===== config.mk =====
export PLATFORM = sky130hd
export DESIGN_NAME = cache_decode
export DESIGN_NICKNAME = d
export VERILOG_FILES = /design/src/cache_addr_pkg.sv /design/src/cache_decode.sv
export SDC_FILE = /design/constraint.sdc
export NUM_CORES = 1
export LEC_CHECK = 0
export BUFFER_PORTS_ARGS = -buffer_cell sky130_fd_sc_hd__buf_2
export CAP_MARGIN = 40
export CORE_MARGIN = 1
export CORE_UTILIZATION = 25
export CTS_CLUSTER_SIZE = 40
export DETAILED_ROUTE_END_ITERATION = 8
export PLACE_DENSITY_LB_ADDON = 0.15
export SKIP_LAST_GASP = 1
export SLEW_MARGIN = 20
export SYNTH_ARGS = -nofsm -noshare
export SYNTH_HDL_FRONTEND = slang
export SYNTH_SLANG_ARGS = --single-unit

===== constraint.sdc =====
create_clock -name clk_i -period 2.4 [get_ports clk_i]
set_clock_uncertainty 0.1 [all_clocks]
set_input_delay 0.24 -clock clk_i [delete_from_list [all_inputs] [get_ports clk_i]]
set_output_delay 0.24 -clock clk_i [all_outputs]
set_load 0.01 [all_outputs]

===== src/cache_addr_pkg.sv =====
`default_nettype none

package cache_addr_pkg;

   // front-end byte address geometry
   localparam int ADDR_W = 16;
   localparam int TAG_W = 8;
   localparam int INDEX_W = 4;
   localparam int OFFSET_W = 2;
   localparam int BSEL_W = 2;

   // data word
   localparam int WORD_W = 32;
   localparam int NBYTES = 4;

   // address split into its cache fields, msb first
   typedef struct packed {
      logic [TAG_W-1:0]    tag;
      logic [INDEX_W-1:0]  index;
      logic [OFFSET_W-1:0] offset;
      logic [BSEL_W-1:0]   byte_sel;
   } addr_fields_t;

   // raw view for the back end, field view for the arrays
   typedef union packed {
      logic [ADDR_W-1:0] raw;
      addr_fields_t      fields;
   } addr_u;

   typedef struct packed {
      logic              we;
      addr_u             addr;
      logic [WORD_W-1:0] wdata;
      logic [NBYTES-1:0] wstrb;
   } fe_req_t;

   typedef struct packed {
      logic [WORD_W-1:0] rdata;
   } fe_rsp_t;

endpackage

`default_nettype wire


===== src/cache_decode.sv =====
`default_nettype none

module cache_decode (
   input  wire                          clk_i,
   input  wire                          reset_i,
   input  wire                          req_i,
   input  wire cache_addr_pkg::fe_req_t fe_req_i,
   output logic                         ack_o,
   input  wire                          fe_done_i,
   output logic                         dec_valid_o,
   output cache_addr_pkg::fe_req_t      dec_req_o
);

   typedef enum logic [1:0] {IDLE, BUSY, ACK, DROP} dec_state_t;

   dec_state_t state_q;

   always_ff @(posedge clk_i) begin
      if (reset_i) begin
         state_q <= IDLE;
         ack_o <= 1'b0;
         dec_valid_o <= 1'b0;
      end else begin
         dec_valid_o <= 1'b0;
         case (state_q)
            IDLE: begin
               if (req_i) begin
                  dec_valid_o <= 1'b1;
                  state_q <= BUSY;
               end
            end
            BUSY: begin
               // wait for the result stage
               if (fe_done_i) begin
                  ack_o <= 1'b1;
                  state_q <= ACK;
               end
            end
            ACK: begin
               if (!req_i) begin
                  ack_o <= 1'b0;
                  state_q <= DROP;
               end
            end
            // one guard cycle before the next request
            DROP: state_q <= IDLE;
            default: state_q <= IDLE;
         endcase
      end
   end

   // request held stable for the whole transaction
   always_ff @(posedge clk_i) begin
      if (state_q == IDLE && req_i) begin
         dec_req_o <= fe_req_i;
      end
   end

   // requester must not change the request before it sees ack
   req_stable_a: assert property (@(posedge clk_i) disable iff (reset_i)
      (req_i && $past(req_i) && !ack_o) |-> $stable(fe_req_i));

endmodule

`default_nettype wire


==> metrics.cfg <==
[cells_and_area]
fin_cells = 357
drive_above_1_share_pct = 48.28
area_growth_pct = 75.24
num_antenna_cells = 0
final_util_pct = 46.54
final_cell_area_mm2 = 0.003232
fin_nets = 319

[clocking]
cts.sinks = 57
root_buffer = clkbuf_8
cts_buffers = 9
h-tree-depth = 3
insertion_delay_ns = 0.32
cts_tree = built
clkSlewWorstSetupHoldPaths_ns = 0.06
clk_path_buf_depth = 2

[grt]
first_global_vias = 1335
grt_use_total_pct = 11.49
grt_overflow = 0
grt_start_max_net_pins = 44
antenna_found_initial = 0
grt_pass1_wl_um = 6182

[pwr]
p_total_mw = 2.921
vdd_ir_drop_max_v = 0.0003209
p_leak_nw = 1.367
power.density_mw_per_mm2 = 903.7

[detailed_routing]
vias = 1359
routed_via_density = 3.807
drt_wl_total_um = 4283
route.detailed.drc = 0
first_pass_iters = 3
wl_per_cell_um = 12.00
ant_nets = 0
drtIter0Drc = 31

[timing]
fin_crit_sh_pct = 70.73
drv_slew = 0
layout_setup_ws_ns = 0.7025
post-route-min-period_ns = 1.697
worst_slew_pin_slew_ns = 0.3015
hold_viol = 0
maxSlewHeadroom_pct = 79.90
max_freq_mhz = 589.1
setup_viol_count_final = 0
rsz0062_at_grt = no
fin_tns_setup_ns = 0
hold-worst-slack_ns = 0.1663

[worst_setup_path]
reg2reg_to = dec_req_o[16]
rrSetupSlack_ns = 0.70
cp.required_ns = 2.31
path_cells = inv_1 -> ha_1 -> and2_2 -> buf_12
critPathMaxStageDelay_ns = 0.34
crit_type = reg -> reg
cp-startpoint = state_q[0]
crit_slowest_cell = and2_2
start_kind = flip-flop
path_max_fanout = 43
r2r_start = state_q[0]
cp.arrival_ns = 1.61
end_kind = flip-flop
crit_path_end = dec_req_o[16]
worstRegToRegCells = 4

[synth]
synth_cells = 80
yosysWarnings = 0
synthesis.area_mm2 = 0.001844
synth_top_family_by_area = adder cells
synth_compound_area_share_pct = 1.289
synth-xor-area-share_pct = 0
syn_nets = 142
synth.mux.area_fraction_pct = 1.832
synthSimpleGateAreaFrac_pct = 2.239
ys_seq_area_share_pct = 90.64
avgSynthCellArea_um2 = 23.05
synthAdderAreaFrac_pct = 3.392
synth-seq-cells = 57
yosysUniqueCellTypes = 15

[floorplanning]
fp-row-count = 30
start_util_pct = 26.56
io_pins = 112
die_h_um = 87.89
die-area_mm2 = 0.007725
core_area_mm2 = 0.006944
dieWidth_um = 87.89

[placed_design]
gp_congestion = 0.6722
dp_cells = 288
dpl_worst_slack_ns = 0.6820
io_buffer_count = 111
place_area_mm2 = 0.002540
hpwl_um = 2747

[hold_path]
hold_path.class = in -> reg

[run]
maxCapViolCount = 0

[status]
status = completed

[synthesized netlist by cell type]
library cell | count | area share, %
edfxtp_1 | 53 | 86
ha_1 | 5 | 3.4
dfxtp_1 | 4 | 4.3
inv_1 | 3 | 0.61
nand2_1 | 3 | 0.61
a21oi_1 | 2 | 0.54
mux2i_1 | 2 | 1.1
a311oi_1 | 1 | 0.47
and2_1 | 1 | 0.34
and2_2 | 1 | 0.41
mux2i_2 | 1 | 0.75
nand2b_1 | 1 | 0.34
nor2_1 | 1 | 0.20
o21ai_0 | 1 | 0.27
or2_2 | 1 | 0.34
[layer usage]
| metal | vias up | part of all wire (%) | track usage [%] |
|---|---|---|---|
| li1 | 659 | - | - |
| met1 | 619 | 41 | 12.21 |
| met2 | 70 | 47 | 18.04 |
| met3 | 11 | 9.0 | 6.221 |
| met4 | 0 | 2.5 | 6.855 |
| met5 | - | 0 | 0 |
[sequential cells by signal, indices dropped and copies added (netlist names)]
register,count
dec_req_o,53
state_q,2
ack_o,1
dec_valid_o,1
[kinds of logic (layout without fill, tap and decap cells)]
| kind of cell | Yosys count | after routing |
|---|---|---|
| simple gates | 8 | 8 |
| buf+inv | 3 | 184 |
| compound gates | 4 | 4 |
| fa+ha+maj | 5 | 5 |
| flops | 57 | 57 |
| mux | 3 | 3 |
[area by class of cell]
cell class                      instances  area (um^2)
Tap cell                               96        120.1
Timing Repair Buffer                  166         1116
Sequential cell                        57         1672
Inverter                                3        11.26
Fill cell                             630         3712
Clock buffer                           10        127.6
Clock inverter                          5        23.77
Multi-Input combinational cell         20        161.4
[cells in the final DEF (no fill, tap or decap), drive strengths merged]
cell	synthesis	routed
a21oi	2	2
o21ai	1	1
dfxtp	4	4
inv	3	3
mux2i	3	3
nand2	3	3
edfxtp	53	53
a311oi	1	1
dlygate4sd3	0	54
and2	2	2
clkinvlp	0	1
clkinv	0	4
nor2	1	1
clkbuf	0	10
or2	1	1
nand2b	1	1
buf	0	112
ha	5	5
[critical path, delay by kind of cell, from the launching register on]
family / cells / cell delay, ns
buffers and inverters: 2 / 0.40
adder cells (fa/ha/maj): 1 / 0.19
AND/OR/NAND/NOR: 1 / 0.34
flip-flops: 1 / 0.33
[timing repair]
item	CTS	global route
setup endpoints to repair	0	0
buffers inserted	0	0
hold endpoints to repair	54	0
gates resized for setup	0	0
hold buffers	54	0
[how the worst min path moves through the flow]
stage                     start            to  slack [ns]  cells past startpoint
global route              req_i         ack_o        0.19                      3
detailed placement  fe_req_i[9]  dec_req_o[9]        0.32                      1
global placement    fe_req_i[6]  dec_req_o[6]        0.32                      1
finish                    req_i         ack_o        0.17                      3
floorplan               reset_i         ack_o        0.21                      1
CTS                       req_i         ack_o        0.15                      3
[power by group]
part           switching (mW)  internal, mW  leakage [nW]
Sequential             0.0610          1.40         0.536
Combinational           0.429         0.329         0.756
Clock                   0.350         0.356        0.0746
Power figures use the tool's default switching activity.
