===== src/cache_addr_pkg.sv =====
`default_nettype none

package cache_addr_pkg;

   // front-end byte address geometry
   localparam int ADDR_W = 16;
   localparam int TAG_W = 8;
   localparam int INDEX_W = 4;
   localparam int OFFSET_W = 2;
   localparam int BSEL_W = 2;

   // data word
   localparam int WORD_W = 32;
   localparam int NBYTES = 4;

   // address split into its cache fields, msb first
   typedef struct packed {
      logic [TAG_W-1:0]    tag;
      logic [INDEX_W-1:0]  index;
      logic [OFFSET_W-1:0] offset;
      logic [BSEL_W-1:0]   byte_sel;
   } addr_fields_t;

   // raw view for the back end, field view for the arrays
   typedef union packed {
      logic [ADDR_W-1:0] raw;
      addr_fields_t      fields;
   } addr_u;

   typedef struct packed {
      logic              we;
      addr_u             addr;
      logic [WORD_W-1:0] wdata;
      logic [NBYTES-1:0] wstrb;
   } fe_req_t;

   typedef struct packed {
      logic [WORD_W-1:0] rdata;
   } fe_rsp_t;

endpackage

`default_nettype wire


===== src/cache_line_pkg.sv =====
`default_nettype none

package cache_line_pkg;

   localparam int LINE_WORDS = 4;
   localparam int LINE_W = LINE_WORDS * cache_addr_pkg::WORD_W;

   // word address on the back end, byte bits dropped
   localparam int WADDR_W = cache_addr_pkg::ADDR_W - cache_addr_pkg::BSEL_W;

   // one cache line, word 0 in the low bits
   typedef logic [LINE_WORDS-1:0][cache_addr_pkg::WORD_W-1:0] line_t;

   typedef struct packed {
      logic                             valid;
      logic [cache_addr_pkg::TAG_W-1:0] tag;
   } tag_entry_t;

   // reads fetch the aligned line, the low word bits are ignored
   typedef struct packed {
      logic                              we;
      logic [WADDR_W-1:0]                waddr;
      logic [cache_addr_pkg::WORD_W-1:0] wdata;
      logic [cache_addr_pkg::NBYTES-1:0] wstrb;
   } be_req_t;

   typedef struct packed {
      line_t line;
   } be_rsp_t;

endpackage

`default_nettype wire


===== src/cache_result.sv =====
`default_nettype none

module cache_result (
   input  wire                                       clk_i,
   input  wire                                       reset_i,
   input  wire                                       ex_valid_i,
   input  wire                                       ex_hit_i,
   input  wire                                       ex_we_i,
   input  wire logic [cache_addr_pkg::OFFSET_W-1:0] ex_offset_i,
   input  wire cache_line_pkg::line_t                ex_line_i,
   output cache_addr_pkg::fe_rsp_t                   fe_rsp_o,
   output logic                                      fe_done_o,
   output logic                                      rd_hit_o,
   output logic                                      rd_miss_o,
   output logic                                      wr_hit_o,
   output logic                                      wr_miss_o
);

   logic rd;
   logic wr;

   assign rd = ex_valid_i & ~ex_we_i;
   assign wr = ex_valid_i & ex_we_i;

   // read word lands together with ack in decode
   always_ff @(posedge clk_i) begin
      if (reset_i) begin
         fe_rsp_o <= '0;
      end else if (ex_valid_i) begin
         fe_rsp_o.rdata <= ex_line_i[ex_offset_i];
      end
   end

   // decode raises ack on the next edge
   assign fe_done_o = ex_valid_i;

   // monitor events, one per completed access
   assign rd_hit_o = rd & ex_hit_i;
   assign rd_miss_o = rd & ~ex_hit_i;
   assign wr_hit_o = wr & ex_hit_i;
   assign wr_miss_o = wr & ~ex_hit_i;

endmodule

`default_nettype wire


===== config.mk =====
export PLATFORM = sky130hd
export DESIGN_NAME = cache_result
export DESIGN_NICKNAME = d
export VERILOG_FILES = /design/src/cache_addr_pkg.sv /design/src/cache_line_pkg.sv /design/src/cache_result.sv
export SDC_FILE = /design/constraint.sdc
export NUM_CORES = 1
export LEC_CHECK = 0
export BUFFER_PORTS_ARGS = -buffer_cell sky130_fd_sc_hd__buf_4
export CORE_ASPECT_RATIO = 0.9
export CORE_MARGIN = 2
export CORE_UTILIZATION = 40
export CTS_CLUSTER_SIZE = 10
export DETAILED_ROUTE_END_ITERATION = 12
export PLACE_DENSITY = 0.8
export SETUP_SLACK_MARGIN = 0.15
export SLEW_MARGIN = 20
export SYNTH_ARGS = -nofsm -noshare
export SYNTH_HDL_FRONTEND = slang
export SYNTH_SLANG_ARGS = --single-unit

===== constraint.sdc =====
create_clock -name clk_i -period 1.28 [get_ports clk_i]
set_input_delay 0.128 -clock clk_i [delete_from_list [all_inputs] [get_ports clk_i]]
set_output_delay 0.128 -clock clk_i [all_outputs]
set_load 0.01 [all_outputs]

==> qor.yml <==
timing:
  max-slew-margin-rel: 0.7867
  finalSetupViolCount: 0
  fin_crit_sh: 0.7500
  fmax_mhz: 1042
  rsz0062_at_grt: "no"
  fin_worst_skew_ns: 0
  layout_min_cycle_time_ns: 0.9600
  hold_viol: 0
  worst_pin_slew_ns: 0.3199
  setup_tns_ns: 0
  maxSlewViolCount: 0
min_path:
  hold_depth: 3
  hold_start: "ex_line_i[39]"
  hp-class: "input pin to register"
  hold_end: "fe_rsp_o[7]$_SDFFE_PP0P_"
global_route:
  antenna_found_initial: 0
  first_global_vias: 2384
  grt_remaining_overflow: 0
  grt_usage: 0.2322
  grt_max_degree: 39
  grt_pass1_wl_microns: 11540
setup_path:
  timing_worst_setup_path_type: "input pin to register"
  cp-end-kind: "register"
  path_cells: "buf_4, or3b_2, buf_12, o221ai_1"
  worst_setup_path_start_kind: "input pin"
  r2r-start: "fe_rsp_o[9]$_SDFFE_PP0P_"
  critical-path-max-stage-delay_ns: 0.49
  r2r_cells: 2
  r2r_end: "fe_rsp_o[9]$_SDFFE_PP0P_"
  worstPathMaxFanout: 32
  required_ns: 1.47
  ff2ff_setup_slack_ns: 0.33
  crit_slowest_cell: "or3b_2"
  critPathArrivalTime_ns: 1.15
logic_synthesis:
  yosysSeqAreaShare: 0.2843
  synth_area_leaders: "dfxtp_1, mux2i_1, o221ai_2, or3b_2, buf_12"
  synthArstFlopShare: 0
  syn_nets: 324
  syn_area_per_cell_sq_um: 11.92
  yosysWarningCount: 0
  synthCells: 189
  ys_ff_latch: 32
  ys.flop_type: "dfxtp_1"
  synth_cell_types: 17
  synth_area_leader_cell: "dfxtp_1"
  synth_edf_count: 0
  syn-cell-area_sq_um: 2253
  synth_top_area_share: 0.2843
route:
  num_vias: 2237
  avgRoutedWirePerCell_microns: 16.76
  dr.pass1.iters: 4
  via_per_inst: 5.214
  routed_wl_microns: 7189
  drc: 0
  drt_iter0_markers: 77
  ant_nets: 0
flow_run:
  maxCapViolCount: 0
clock_tree:
  clockRootBuffer: "clkbuf_8"
  cts_buffers: 5
  cts_tree: "done"
  clockBufferDepth: 2
  htreeDepth: 2
  clkLatencyLatePin_ns: 0.26
  cts_num_sinks: 32
  postCtsSetupBuffers: 0
  clk_pin_slew_worst_paths_ns: 0.06
  post_cts_hold_buffer_count: 0
  postCtsResizedCells: 0
cells_and_area:
  reg_top3: "fe_rsp_o x32"
  finalInstanceArea_sq_um: 3716
  diodes: 0
  largest_reg_flops: 32
  post_route_cells_drive_above_1_share: 0.7044
  area_growth_pct: 64.91
  top_register: "fe_rsp_o"
  final_nets: 496
power_and_ir_drop:
  powerDensity_nw_per_um2: 770.3
  p_switching_mw: 0.7513
  p_int_mw: 2.111
  vdd_drop_max_uv: 392.2
  clkPwrFrac: 0.269
  pwr-share-seq: 0.390
  pwr-share-comb: 0.341
  leakagePower_nw: 1.815
  sw_frac_of_total: 0.2625
floorplan:
  fp-row-count: 25
  die_w_microns: 83.12
  coreArea_sq_um: 5349
  fp.dieH_microns: 75.21
  fp.dieArea_sq_um: 6251
  io_pins: 172
  initial_core_util: 0.4213
placement:
  gp_congestion: 0.7607
  postPlaceCellArea_sq_um: 3626
  port_buffers: 171
  hpwl_microns: 5579
outcome:
  status: "complete, no violations"
## metrics by stage
stage               hold slack [ns]  cells  setup WS, ns  total power [mW]    util
floorplan                    0.3035    189        0.2722             1.573       -
global placement             0.4313    421       0.07984             2.100  0.6779
detailed placement           0.4499    421       0.03551             2.116  0.6779
CTS                          0.1650    429        0.3289             2.898  0.6947
global route                 0.1759    429        0.2881             3.021  0.6947
finish                       0.1728    429        0.3200             2.862  0.6947
## cell usage after synthesis, types with 2 or more instances
library cell,n
buf_12,3
buf_2,12
buf_4,4
buf_6,2
dfxtp_1,32
mux2i_1,64
o221ai_1,2
o221ai_2,30
or3b_1,2
or3b_2,31
## layout by cell type, fill, tap and decap left out
cell type	instances
clkbuf_1	2
or3b_2	32
and3b_1	1
dfxtp_1	32
nor3b_1	1
and3_1	1
buf_12	5
mux2i_1	64
nor2_1	1
clkbuf_8	6
buf_4	182
o221ai_2	30
nand3b_1	1
o221ai_1	2
or3b_1	1
nand2_1	1
## layer usage
metal / share of wire / track usage / wire (microns)
met3: 0.073 / 0.05592 / 524
met1: 0.40 / 0.2706 / 2877
met2: 0.51 / 0.4283 / 3684
met4: 0.014 / 0.07650 / 104
met5: 0 / 0 / 0
## worst max-delay path by stage
stage	start	end	slack, ns	cells after the start
after floorplan	ex_offset_i[1]	fe_rsp_o[0]$_SDFFE_PP0P_	0.27	4
after detailed placement	ex_offset_i[0]	fe_rsp_o[21]$_SDFFE_PP0P_	0.04	4
after CTS	fe_rsp_o[9]$_SDFFE_PP0P_	fe_rsp_o[9]$_SDFFE_PP0P_	0.33	2
after global routing	fe_rsp_o[4]$_SDFFE_PP0P_	fe_rsp_o[4]$_SDFFE_PP0P_	0.29	2
final	ex_offset_i[0]	fe_rsp_o[21]$_SDFFE_PP0P_	0.32	4
after global placement	ex_offset_i[0]	fe_rsp_o[21]$_SDFFE_PP0P_	0.08	4
## worst max-delay path, delay by kind of cell
kind                   cells  cell delay, ns
AOI/OAI and AO/OA          1            0.20
and+or+nand+nor            1            0.49
buffers and inverters      2            0.32
## logic make-up (layout without fill, tap and decap cells)
family / Yosys count / after routing / synth area share
compound gates: 32 / 32 / 0.2077
buf+inv: 22 / 195 / 0.07884
flops: 32 / 32 / 0.2843
mux: 64 / 64 / 0.2843
simple gates: 39 / 39 / 0.1449
## area by class of cell
type	count	area [sq um]
Multi-Input combinational cell	135	1435
Sequential cell	32	640.6
Tap cell	67	83.83
Clock buffer	8	90.09
Timing Repair Buffer	187	1466
Fill cell	413	1633
## power by group through the flow
stage / Combinational, mW / Sequential (mW) / Clock, mW
global placement: 0.965 / 1.13 / 0
finish: 0.975 / 1.12 / 0.771
detailed placement: 0.983 / 1.13 / 0
CTS: 0.984 / 1.12 / 0.799
global route: 1.05 / 1.12 / 0.849
floorplan: 0.405 / 1.17 / 0
(Power assumes the default switching activity.)
