[config.mk]
export PLATFORM = sky130hd
export DESIGN_NAME = cache_refill
export DESIGN_NICKNAME = d
export VERILOG_FILES = /design/src/cache_addr_pkg.sv /design/src/cache_line_pkg.sv /design/src/cache_refill.sv
export SDC_FILE = /design/constraint.sdc
export NUM_CORES = 1
export LEC_CHECK = 0
export CORE_AREA = 2 2 141 143
export CTS_BUF_LIST = sky130_fd_sc_hd__clkbuf_8 sky130_fd_sc_hd__clkbuf_16
export DETAILED_ROUTE_END_ITERATION = 10
export DIE_AREA = 0 0 143 145
export DONT_BUFFER_PORTS = 1
export GPL_ROUTABILITY_DRIVEN = 1
export GPL_TIMING_DRIVEN = 0
export HOLD_SLACK_MARGIN = 0.08
export SYNTH_ARGS = -nofsm -noshare
export SYNTH_HDL_FRONTEND = slang
export SYNTH_SLANG_ARGS = --single-unit
[constraint.sdc]
create_clock -name clk_i -period 17.88 [get_ports clk_i]
set_clock_uncertainty 0.05 [all_clocks]
set_input_delay 3.576 -clock clk_i [delete_from_list [all_inputs] [get_ports clk_i]]
set_output_delay 3.576 -clock clk_i [all_outputs]
set_load 0.005 [all_outputs]
[src/cache_addr_pkg.sv]
`default_nettype none

package cache_addr_pkg;

   // front-end byte address geometry
   localparam int ADDR_W = 16;
   localparam int TAG_W = 8;
   localparam int INDEX_W = 4;
   localparam int OFFSET_W = 2;
   localparam int BSEL_W = 2;

   // data word
   localparam int WORD_W = 32;
   localparam int NBYTES = 4;

   // address split into its cache fields, msb first
   typedef struct packed {
      logic [TAG_W-1:0]    tag;
      logic [INDEX_W-1:0]  index;
      logic [OFFSET_W-1:0] offset;
      logic [BSEL_W-1:0]   byte_sel;
   } addr_fields_t;

   // raw view for the back end, field view for the arrays
   typedef union packed {
      logic [ADDR_W-1:0] raw;
      addr_fields_t      fields;
   } addr_u;

   typedef struct packed {
      logic              we;
      addr_u             addr;
      logic [WORD_W-1:0] wdata;
      logic [NBYTES-1:0] wstrb;
   } fe_req_t;

   typedef struct packed {
      logic [WORD_W-1:0] rdata;
   } fe_rsp_t;

endpackage

`default_nettype wire

[src/cache_line_pkg.sv]
`default_nettype none

package cache_line_pkg;

   localparam int LINE_WORDS = 4;
   localparam int LINE_W = LINE_WORDS * cache_addr_pkg::WORD_W;

   // word address on the back end, byte bits dropped
   localparam int WADDR_W = cache_addr_pkg::ADDR_W - cache_addr_pkg::BSEL_W;

   // one cache line, word 0 in the low bits
   typedef logic [LINE_WORDS-1:0][cache_addr_pkg::WORD_W-1:0] line_t;

   typedef struct packed {
      logic                             valid;
      logic [cache_addr_pkg::TAG_W-1:0] tag;
   } tag_entry_t;

   // reads fetch the aligned line, the low word bits are ignored
   typedef struct packed {
      logic                              we;
      logic [WADDR_W-1:0]                waddr;
      logic [cache_addr_pkg::WORD_W-1:0] wdata;
      logic [cache_addr_pkg::NBYTES-1:0] wstrb;
   } be_req_t;

   typedef struct packed {
      line_t line;
   } be_rsp_t;

endpackage

`default_nettype wire

[src/cache_refill.sv]
`default_nettype none

module cache_refill (
   input  wire                          clk_i,
   input  wire                          reset_i,
   input  wire                          fill_start_i,
   input  wire cache_line_pkg::be_req_t fill_req_i,
   output cache_line_pkg::be_req_t      mem_req_o,
   output logic                         mem_req_valid_o,
   input  wire                          mem_ack_i,
   input  wire cache_line_pkg::be_rsp_t mem_rsp_i,
   output logic                         fill_done_o,
   output cache_line_pkg::be_rsp_t      fill_line_o
);

   typedef enum logic [1:0] {R_IDLE, R_WAIT_ACK, R_WAIT_DROP} rf_state_t;

   rf_state_t state_q;

   always_ff @(posedge clk_i) begin
      if (reset_i) begin
         state_q <= R_IDLE;
         mem_req_valid_o <= 1'b0;
         fill_done_o <= 1'b0;
      end else begin
         fill_done_o <= 1'b0;
         case (state_q)
            R_IDLE: begin
               if (fill_start_i) begin
                  mem_req_valid_o <= 1'b1;
                  state_q <= R_WAIT_ACK;
               end
            end
            R_WAIT_ACK: begin
               // line is valid with ack, release the request
               if (mem_ack_i) begin
                  mem_req_valid_o <= 1'b0;
                  state_q <= R_WAIT_DROP;
               end
            end
            R_WAIT_DROP: begin
               // memory has dropped ack, the handshake is closed
               if (!mem_ack_i) begin
                  fill_done_o <= 1'b1;
                  state_q <= R_IDLE;
               end
            end
            default: state_q <= R_IDLE;
         endcase
      end
   end

   always_ff @(posedge clk_i) begin
      if (state_q == R_IDLE && fill_start_i) begin
         mem_req_o <= fill_req_i;
      end
      if (state_q == R_WAIT_ACK && mem_ack_i) begin
         fill_line_o <= mem_rsp_i;
      end
   end

   // slave answers only an open request
   mem_ack_rise_a: assert property (@(posedge clk_i) disable iff (reset_i)
      $rose(mem_ack_i) |-> mem_req_valid_o);

   // a second start would overwrite the request in flight
   fill_start_idle_a: assert property (@(posedge clk_i) disable iff (reset_i)
      fill_start_i |-> (state_q == R_IDLE));

endmodule

`default_nettype wire

==> results.cfg, run 1 <==
[run_status]
status = complete, no violations

[pwr]
switching_power_w = 0.000179
ir_drop_mv = 0.0560
p_comb_frac = 0.017
pwr-share-clk = 0.420
powerDensity_mw_per_mm2 = 137
leakage_nw = 2.08
pwr-share-seq = 0.564
internal_power_w = 0.000727
totalPowerFinal_w = 0.000906
p_sw_frac = 0.198

[die]
die_area_mm2 = 0.0207
core_mm2 = 0.0192
fp-row-count = 51
fp.dieW_um = 143
die_y_um = 145
start_util = 0.289
ios = 364

[worst_setup_path]
slowest_stage = nor3b_2
required_ns = 17.94
cp.arrival_ns = 5.33
critPathKind = in2reg
critPathMaxFanout = 15
cp-end-kind = register
slowest_delay_ns = 0.65
r2r_setup_slack_ns = 15.30
crit_chain = inv_1 -> nor3b_2 -> buf_6 -> buf_6 -> buf_6 -> buf_6 -> buf_6
start_kind = input pin
path_common_cell = buf_6

[global_route]
grt_use_total = 0.116
antenna_found_initial = 2
grt_max_degree = 52
grt_overflow = 0
grt_pass1_wl_um = 16400
grt_pass1_vias = 2165

[sta]
setup_slack_ns = 12.61
slew_violations = 0
worstMarginPinSlew_ns = 1.13
slew_headroom = 0.248
fin_crit_ns = 5.27
min_period_over_period = 0.295
rsz0062_at_grt = false
setup_tns_ns = 0
fmax_mhz = 190
hold_viol = 0
setup_viol = 0

[drt]
drtAntennaViolNets = 0
wirelength_um = 12400
drt_pass1_iterations = 4
wl_per_cell_um = 24.7
post-route-drc-count = 0
drt_iter0_drc = 96
vias = 2087
viasPerCell = 4.16

[clock_network]
cts_max_level = 4
cts-root-buf = clkbuf_16
cts_tree = done
hold_buffers = 0
clockBufferDepth = 2
clock_latency_ns = 0.41
cts.sinks = 183
path_clk_slew_ns = 0.06
numCtsBuffers = 17
post_cts_buffers = 0
ctsResizeCount = 0

[run]
cap_viol_max_count = 0

[final_layout]
fin_util = 0.344
drive_gt1_frac = 0.186
num_antenna_cells = 0
stdcell_count = 502
syn2layout_area_growth_pct = 19.2
finalNetCount = 407

[synth]
ys_seq_elements = 183
synth_cell_type_count = 14
syn-num-nets = 378
synth_area_per_cell_um2 = 28.4
syn-cell-area_mm2 = 0.00554
yosysSeqAreaShare = 0.984
yosys_warnings = 0
syn_inst = 195

[placement]
dpl.hpwl_um = 9640
pre_cts_ws_ns = 12.21
portBuffers = 0
placed_cells = 470
place_congestion = 0.748

[min_path]
hold_path.class = reg2reg
## area by class of cell
class | count | area (um^2)
clock buffer | 18 | 439
tap | 265 | 332
timing repair buffer | 10 | 113
fill | 1788 | 12600
clock inverter | 14 | 175
sequential | 183 | 5460
multi-input combinational | 11 | 88.8
inverter | 1 | 3.75
## registers in the layout (all words and copies together) (netlist names)
name,cells
mem_req_o,51
fill_line_o,128
fill_done_o,1
state_q,2
mem_req_valid_o,1
## critical path, delay by kind of cell
family                 cells  cell delay, ns
and+or+nand+nor            1            0.65
buffers and inverters      6            1.09
## cell usage in the layout (no fill, tap or decap), types with 2 or more instances in the layout
cell type   synthesis  layout
inv_1               1       3
bufinv_16           0       3
clkinvlp_4          0       3
buf_6               0      10
inv_6               0       2
clkinv_4            0       3
edfxtp_1          179     179
clkbuf_16           0      17
dfxtp_1             4       4
## kinds of logic after synthesis
group                     share of synthesized area
buffers and inverters                      0.000677
DFF                                           0.984
and+or+nand+nor                             0.00768
xor gates and xnor gates                    0.00158
AOI/OAI and AO/OA                           0.00587
## per-layer routing
layer / part of all wire / vias up / wire length (um) / track usage
met4: 0.011 / 4 / 142 / 0.0386
met3: 0.11 / 9 / 1350 / 0.0686
met5: 0.0020 / - / 25 / 0
li1: - / 848 / - / -
met2: 0.51 / 177 / 6340 / 0.188
met1: 0.37 / 1049 / 4530 / 0.127
## final timing paths
check                        from               to  depth (start not counted)
setup reg to reg       state_q[0]  fill_line_o[61]                          6
hold reg to reg   mem_req_valid_o  mem_req_valid_o                          2
setup / recovery        mem_ack_i  fill_line_o[61]                          7
hold / removal    mem_req_valid_o  mem_req_valid_o                          2
## stage by stage
step / hold WS (ns) / instance area [um^2]
after floorplan: 0.427 / 5540
after global placement: 0.458 / 5870
after detailed placement: 0.474 / 5990
after CTS: 0.482 / 6610
after global routing: 0.521 / 6610
final: 0.476 / 6610
## cell usage after synthesis
library cell / number / share of area
dfxtp_1: 4 / 0.014
inv_1: 1 / 0.00068
nor2b_1: 1 / 0.0011
xnor2_1: 1 / 0.0016
o21ai_0: 1 / 0.00090
a21oi_1: 1 / 0.00090
and2b_2: 1 / 0.0016
o21bai_1: 1 / 0.0014
a2111oi_2: 1 / 0.0027
nor2_2: 1 / 0.0011
edfxtp_1: 179 / 0.97
nor3b_1: 1 / 0.0014
nor4b_1: 1 / 0.0016
nor3_1: 1 / 0.00090
## power groups by stage
stage | Clock, W | Sequential [W] | Combinational, W
6_report | 0.000380 | 0.000510 | 0.0000150
5_1_grt | 0.000410 | 0.000512 | 0.0000168
3_5_place_dp | 0 | 0.000520 | 0.0000152
3_3_place_gp | 0 | 0.000526 | 0.0000112
2_1_floorplan | 0 | 0.000518 | 0.00000904
4_1_cts | 0.000391 | 0.000511 | 0.0000152
Note: power is estimated with default switching activity, not from simulation.
==> run 2, diff against run 1 <==
ABC_AREA = 1   (was default)
clock period = 5 ns   (was 17.88 ns; I/O delays follow)
==> results.cfg, run 2 <==
[die]
fp.dieW_um = 143
die_y_um = 145
die_area_mm2 = 0.0207
start_util = 0.289
fp-row-count = 51
ios = 364
core_mm2 = 0.0192

[min_path]
hold_path.class = reg2reg
holdPathEnd = state_q[0]
hold_depth = 2
min-delay-start = state_q[0]

[clock_network]
ctsResizeCount = 0
clockBufferDepth = 2
cts_tree = done
cts-root-buf = clkbuf_16
hold_buffers = 0
path_clk_slew_ns = 0.07
cts_max_level = 4
clock_latency_ns = 0.41
cts.sinks = 183
numCtsBuffers = 17
post_cts_buffers = 0

[pwr]
ir_drop_mv = 0.197
powerDensity_mw_per_mm2 = 485
leakage_nw = 2.06

[global_route]
antenna_found_initial = 3
grt_pass1_vias = 2273
grt_overflow = 0
grt_use_total = 0.116
grt_pass1_wl_um = 16300
grt_max_degree = 99

[synth]
synth.largest_area_cell = edfxtp_1
syn-cell-area_mm2 = 0.00556
synthTopCellsByCount = edfxtp_1 (179), nand2_1 (6), dfxtp_1 (4), nor2_1 (4), inv_1 (3)
synth_cell_type_count = 11
ys_seq_elements = 183
yosysMostFrequentCell = edfxtp_1
synth_area_per_cell_um2 = 27.2
yosys_warnings = 0
yosysSeqAreaShare = 0.982
synth_top_area_frac = 0.967
syn_inst = 204
async_flop_share = 0
synth_edf_count = 179
synth.area.top_cells = edfxtp_1 (97%), dfxtp_1 (1.4%), nand2_1 (0.41%)
syn-num-nets = 387
synth-main-ff-cell = edfxtp_1

[drt]
wirelength_um = 12300
post-route-drc-count = 0
vias = 2102
drt_iter0_drc = 114
wl_per_cell_um = 24.3
drt_pass1_iterations = 6
drtAntennaViolNets = 0
viasPerCell = 4.16

[placement]
portBuffers = 0
dpl.hpwl_um = 9320
place_congestion = 0.768
pre_cts_ws_ns = 2.70

[worst_setup_path]
r2r-start = state_q[1]
required_ns = 3.95
regToRegEndpoint = fill_line_o[80]
cp-end-kind = primary output
critPathKind = reg2out
r2r_setup_slack_ns = 3.23
critPathMaxFanout = 1
start_kind = register
r2r_cells = 4
cp.arrival_ns = 0.90

[sta]
slew_violations = 0
setup_viol = 0
fin_crit_ns = 1.95
min_period_over_period = 0.391
slew_headroom = 0.680
setup_slack_ns = 3.05
hold_viol = 0
worstMarginPinSlew_ns = 0.480
fmax_mhz = 512
rsz0062_at_grt = false

[run_status]
status = complete, no violations

[final_layout]
drive_gt1_frac = 0.172
final_cell_mix = edfxtp_1 (179), clkbuf_16 (17), nand2_1 (6), clkinv_4 (5)
layout_commonest_cell = edfxtp_1
largest_reg_flops = 128
finalNetCount = 408
top_regs = fill_line_o x128, mem_req_o x51, state_q x2
fillers = 1797
ff_latch_area_mm2 = 0.00546
regMostFlops = fill_line_o
fin_util = 0.340
syn2layout_area_growth_pct = 17.7
multiInputGateArea_um2 = 90.1

[run]
cap_viol_max_count = 0
## run 2: kinds of logic (layout without fill, tap and decap cells)
logic type,Yosys count,in the layout,synth area share
flops,183,183,0.982
simple gates,15,15,0.0133
buf+inv,5,39,0.00338
other cells,0,2,0
compound gates,1,1,0.00158
## run 2: worst max-delay path by stage
stage,start,end,slack (ns),cells after the start
2_1_floorplan,mem_ack_i,fill_line_o[0],0.90,2
6_report,fill_line_o[16],fill_line_o[16],3.05,0
4_1_cts,fill_line_o[16],fill_line_o[16],3.00,0
3_3_place_gp,mem_ack_i,fill_line_o[10],-0.03,2
3_5_place_dp,mem_ack_i,fill_line_o[13],2.70,3
5_1_grt,fill_line_o[16],fill_line_o[16],2.97,0
## run 2: stage by stage
stage	instance area (um^2)	TNS (ns)	hold WS, ns	total power [W]	cells
2_1_floorplan	5560	0	0.443	0.00188	204
3_3_place_gp	5890	-1.66	0.455	0.00191	469
3_5_place_dp	5950	0	0.483	0.00190	471
4_1_cts	6540	0	0.496	0.00322	503
5_1_grt	6540	0	0.517	0.00330	504
6_report	6540	0	0.500	0.00317	505
## run 2: worst reg2reg max path: stages (launching register included)
cell	delay, ns
dfxtp_1	0.37
inv_2	0.10
nand3_2	0.12
inv_6	0.28
buf_16	0.40
## run 2: routing by layer
metal	wire length [um]	up-vias	GRT usage
met5	0	-	0
met4	128	0	0.0381
met3	1600	12	0.0789
met2	6670	228	0.206
met1	3860	1003	0.103
li1	-	859	-
## run 2: where the power goes
group	leakage [nW]	internal (W)	switching (W)
clock network	0.288	0.000708	0.000593
logic	0.0760	0.00000888	0.0000406
registers	1.69	0.00178	0.0000436
total	2.06	0.00249	0.000678
## run 2: area by class of cell
class | count | area share
antenna | 2 | 0.000765
clock buffer | 17 | 0.0650
clock inverter | 15 | 0.0247
inverter | 5 | 0.00363
multi-input combinational | 16 | 0.0138
sequential | 183 | 0.834
tap | 265 | 0.0507
timing repair buffer | 2 | 0.00727
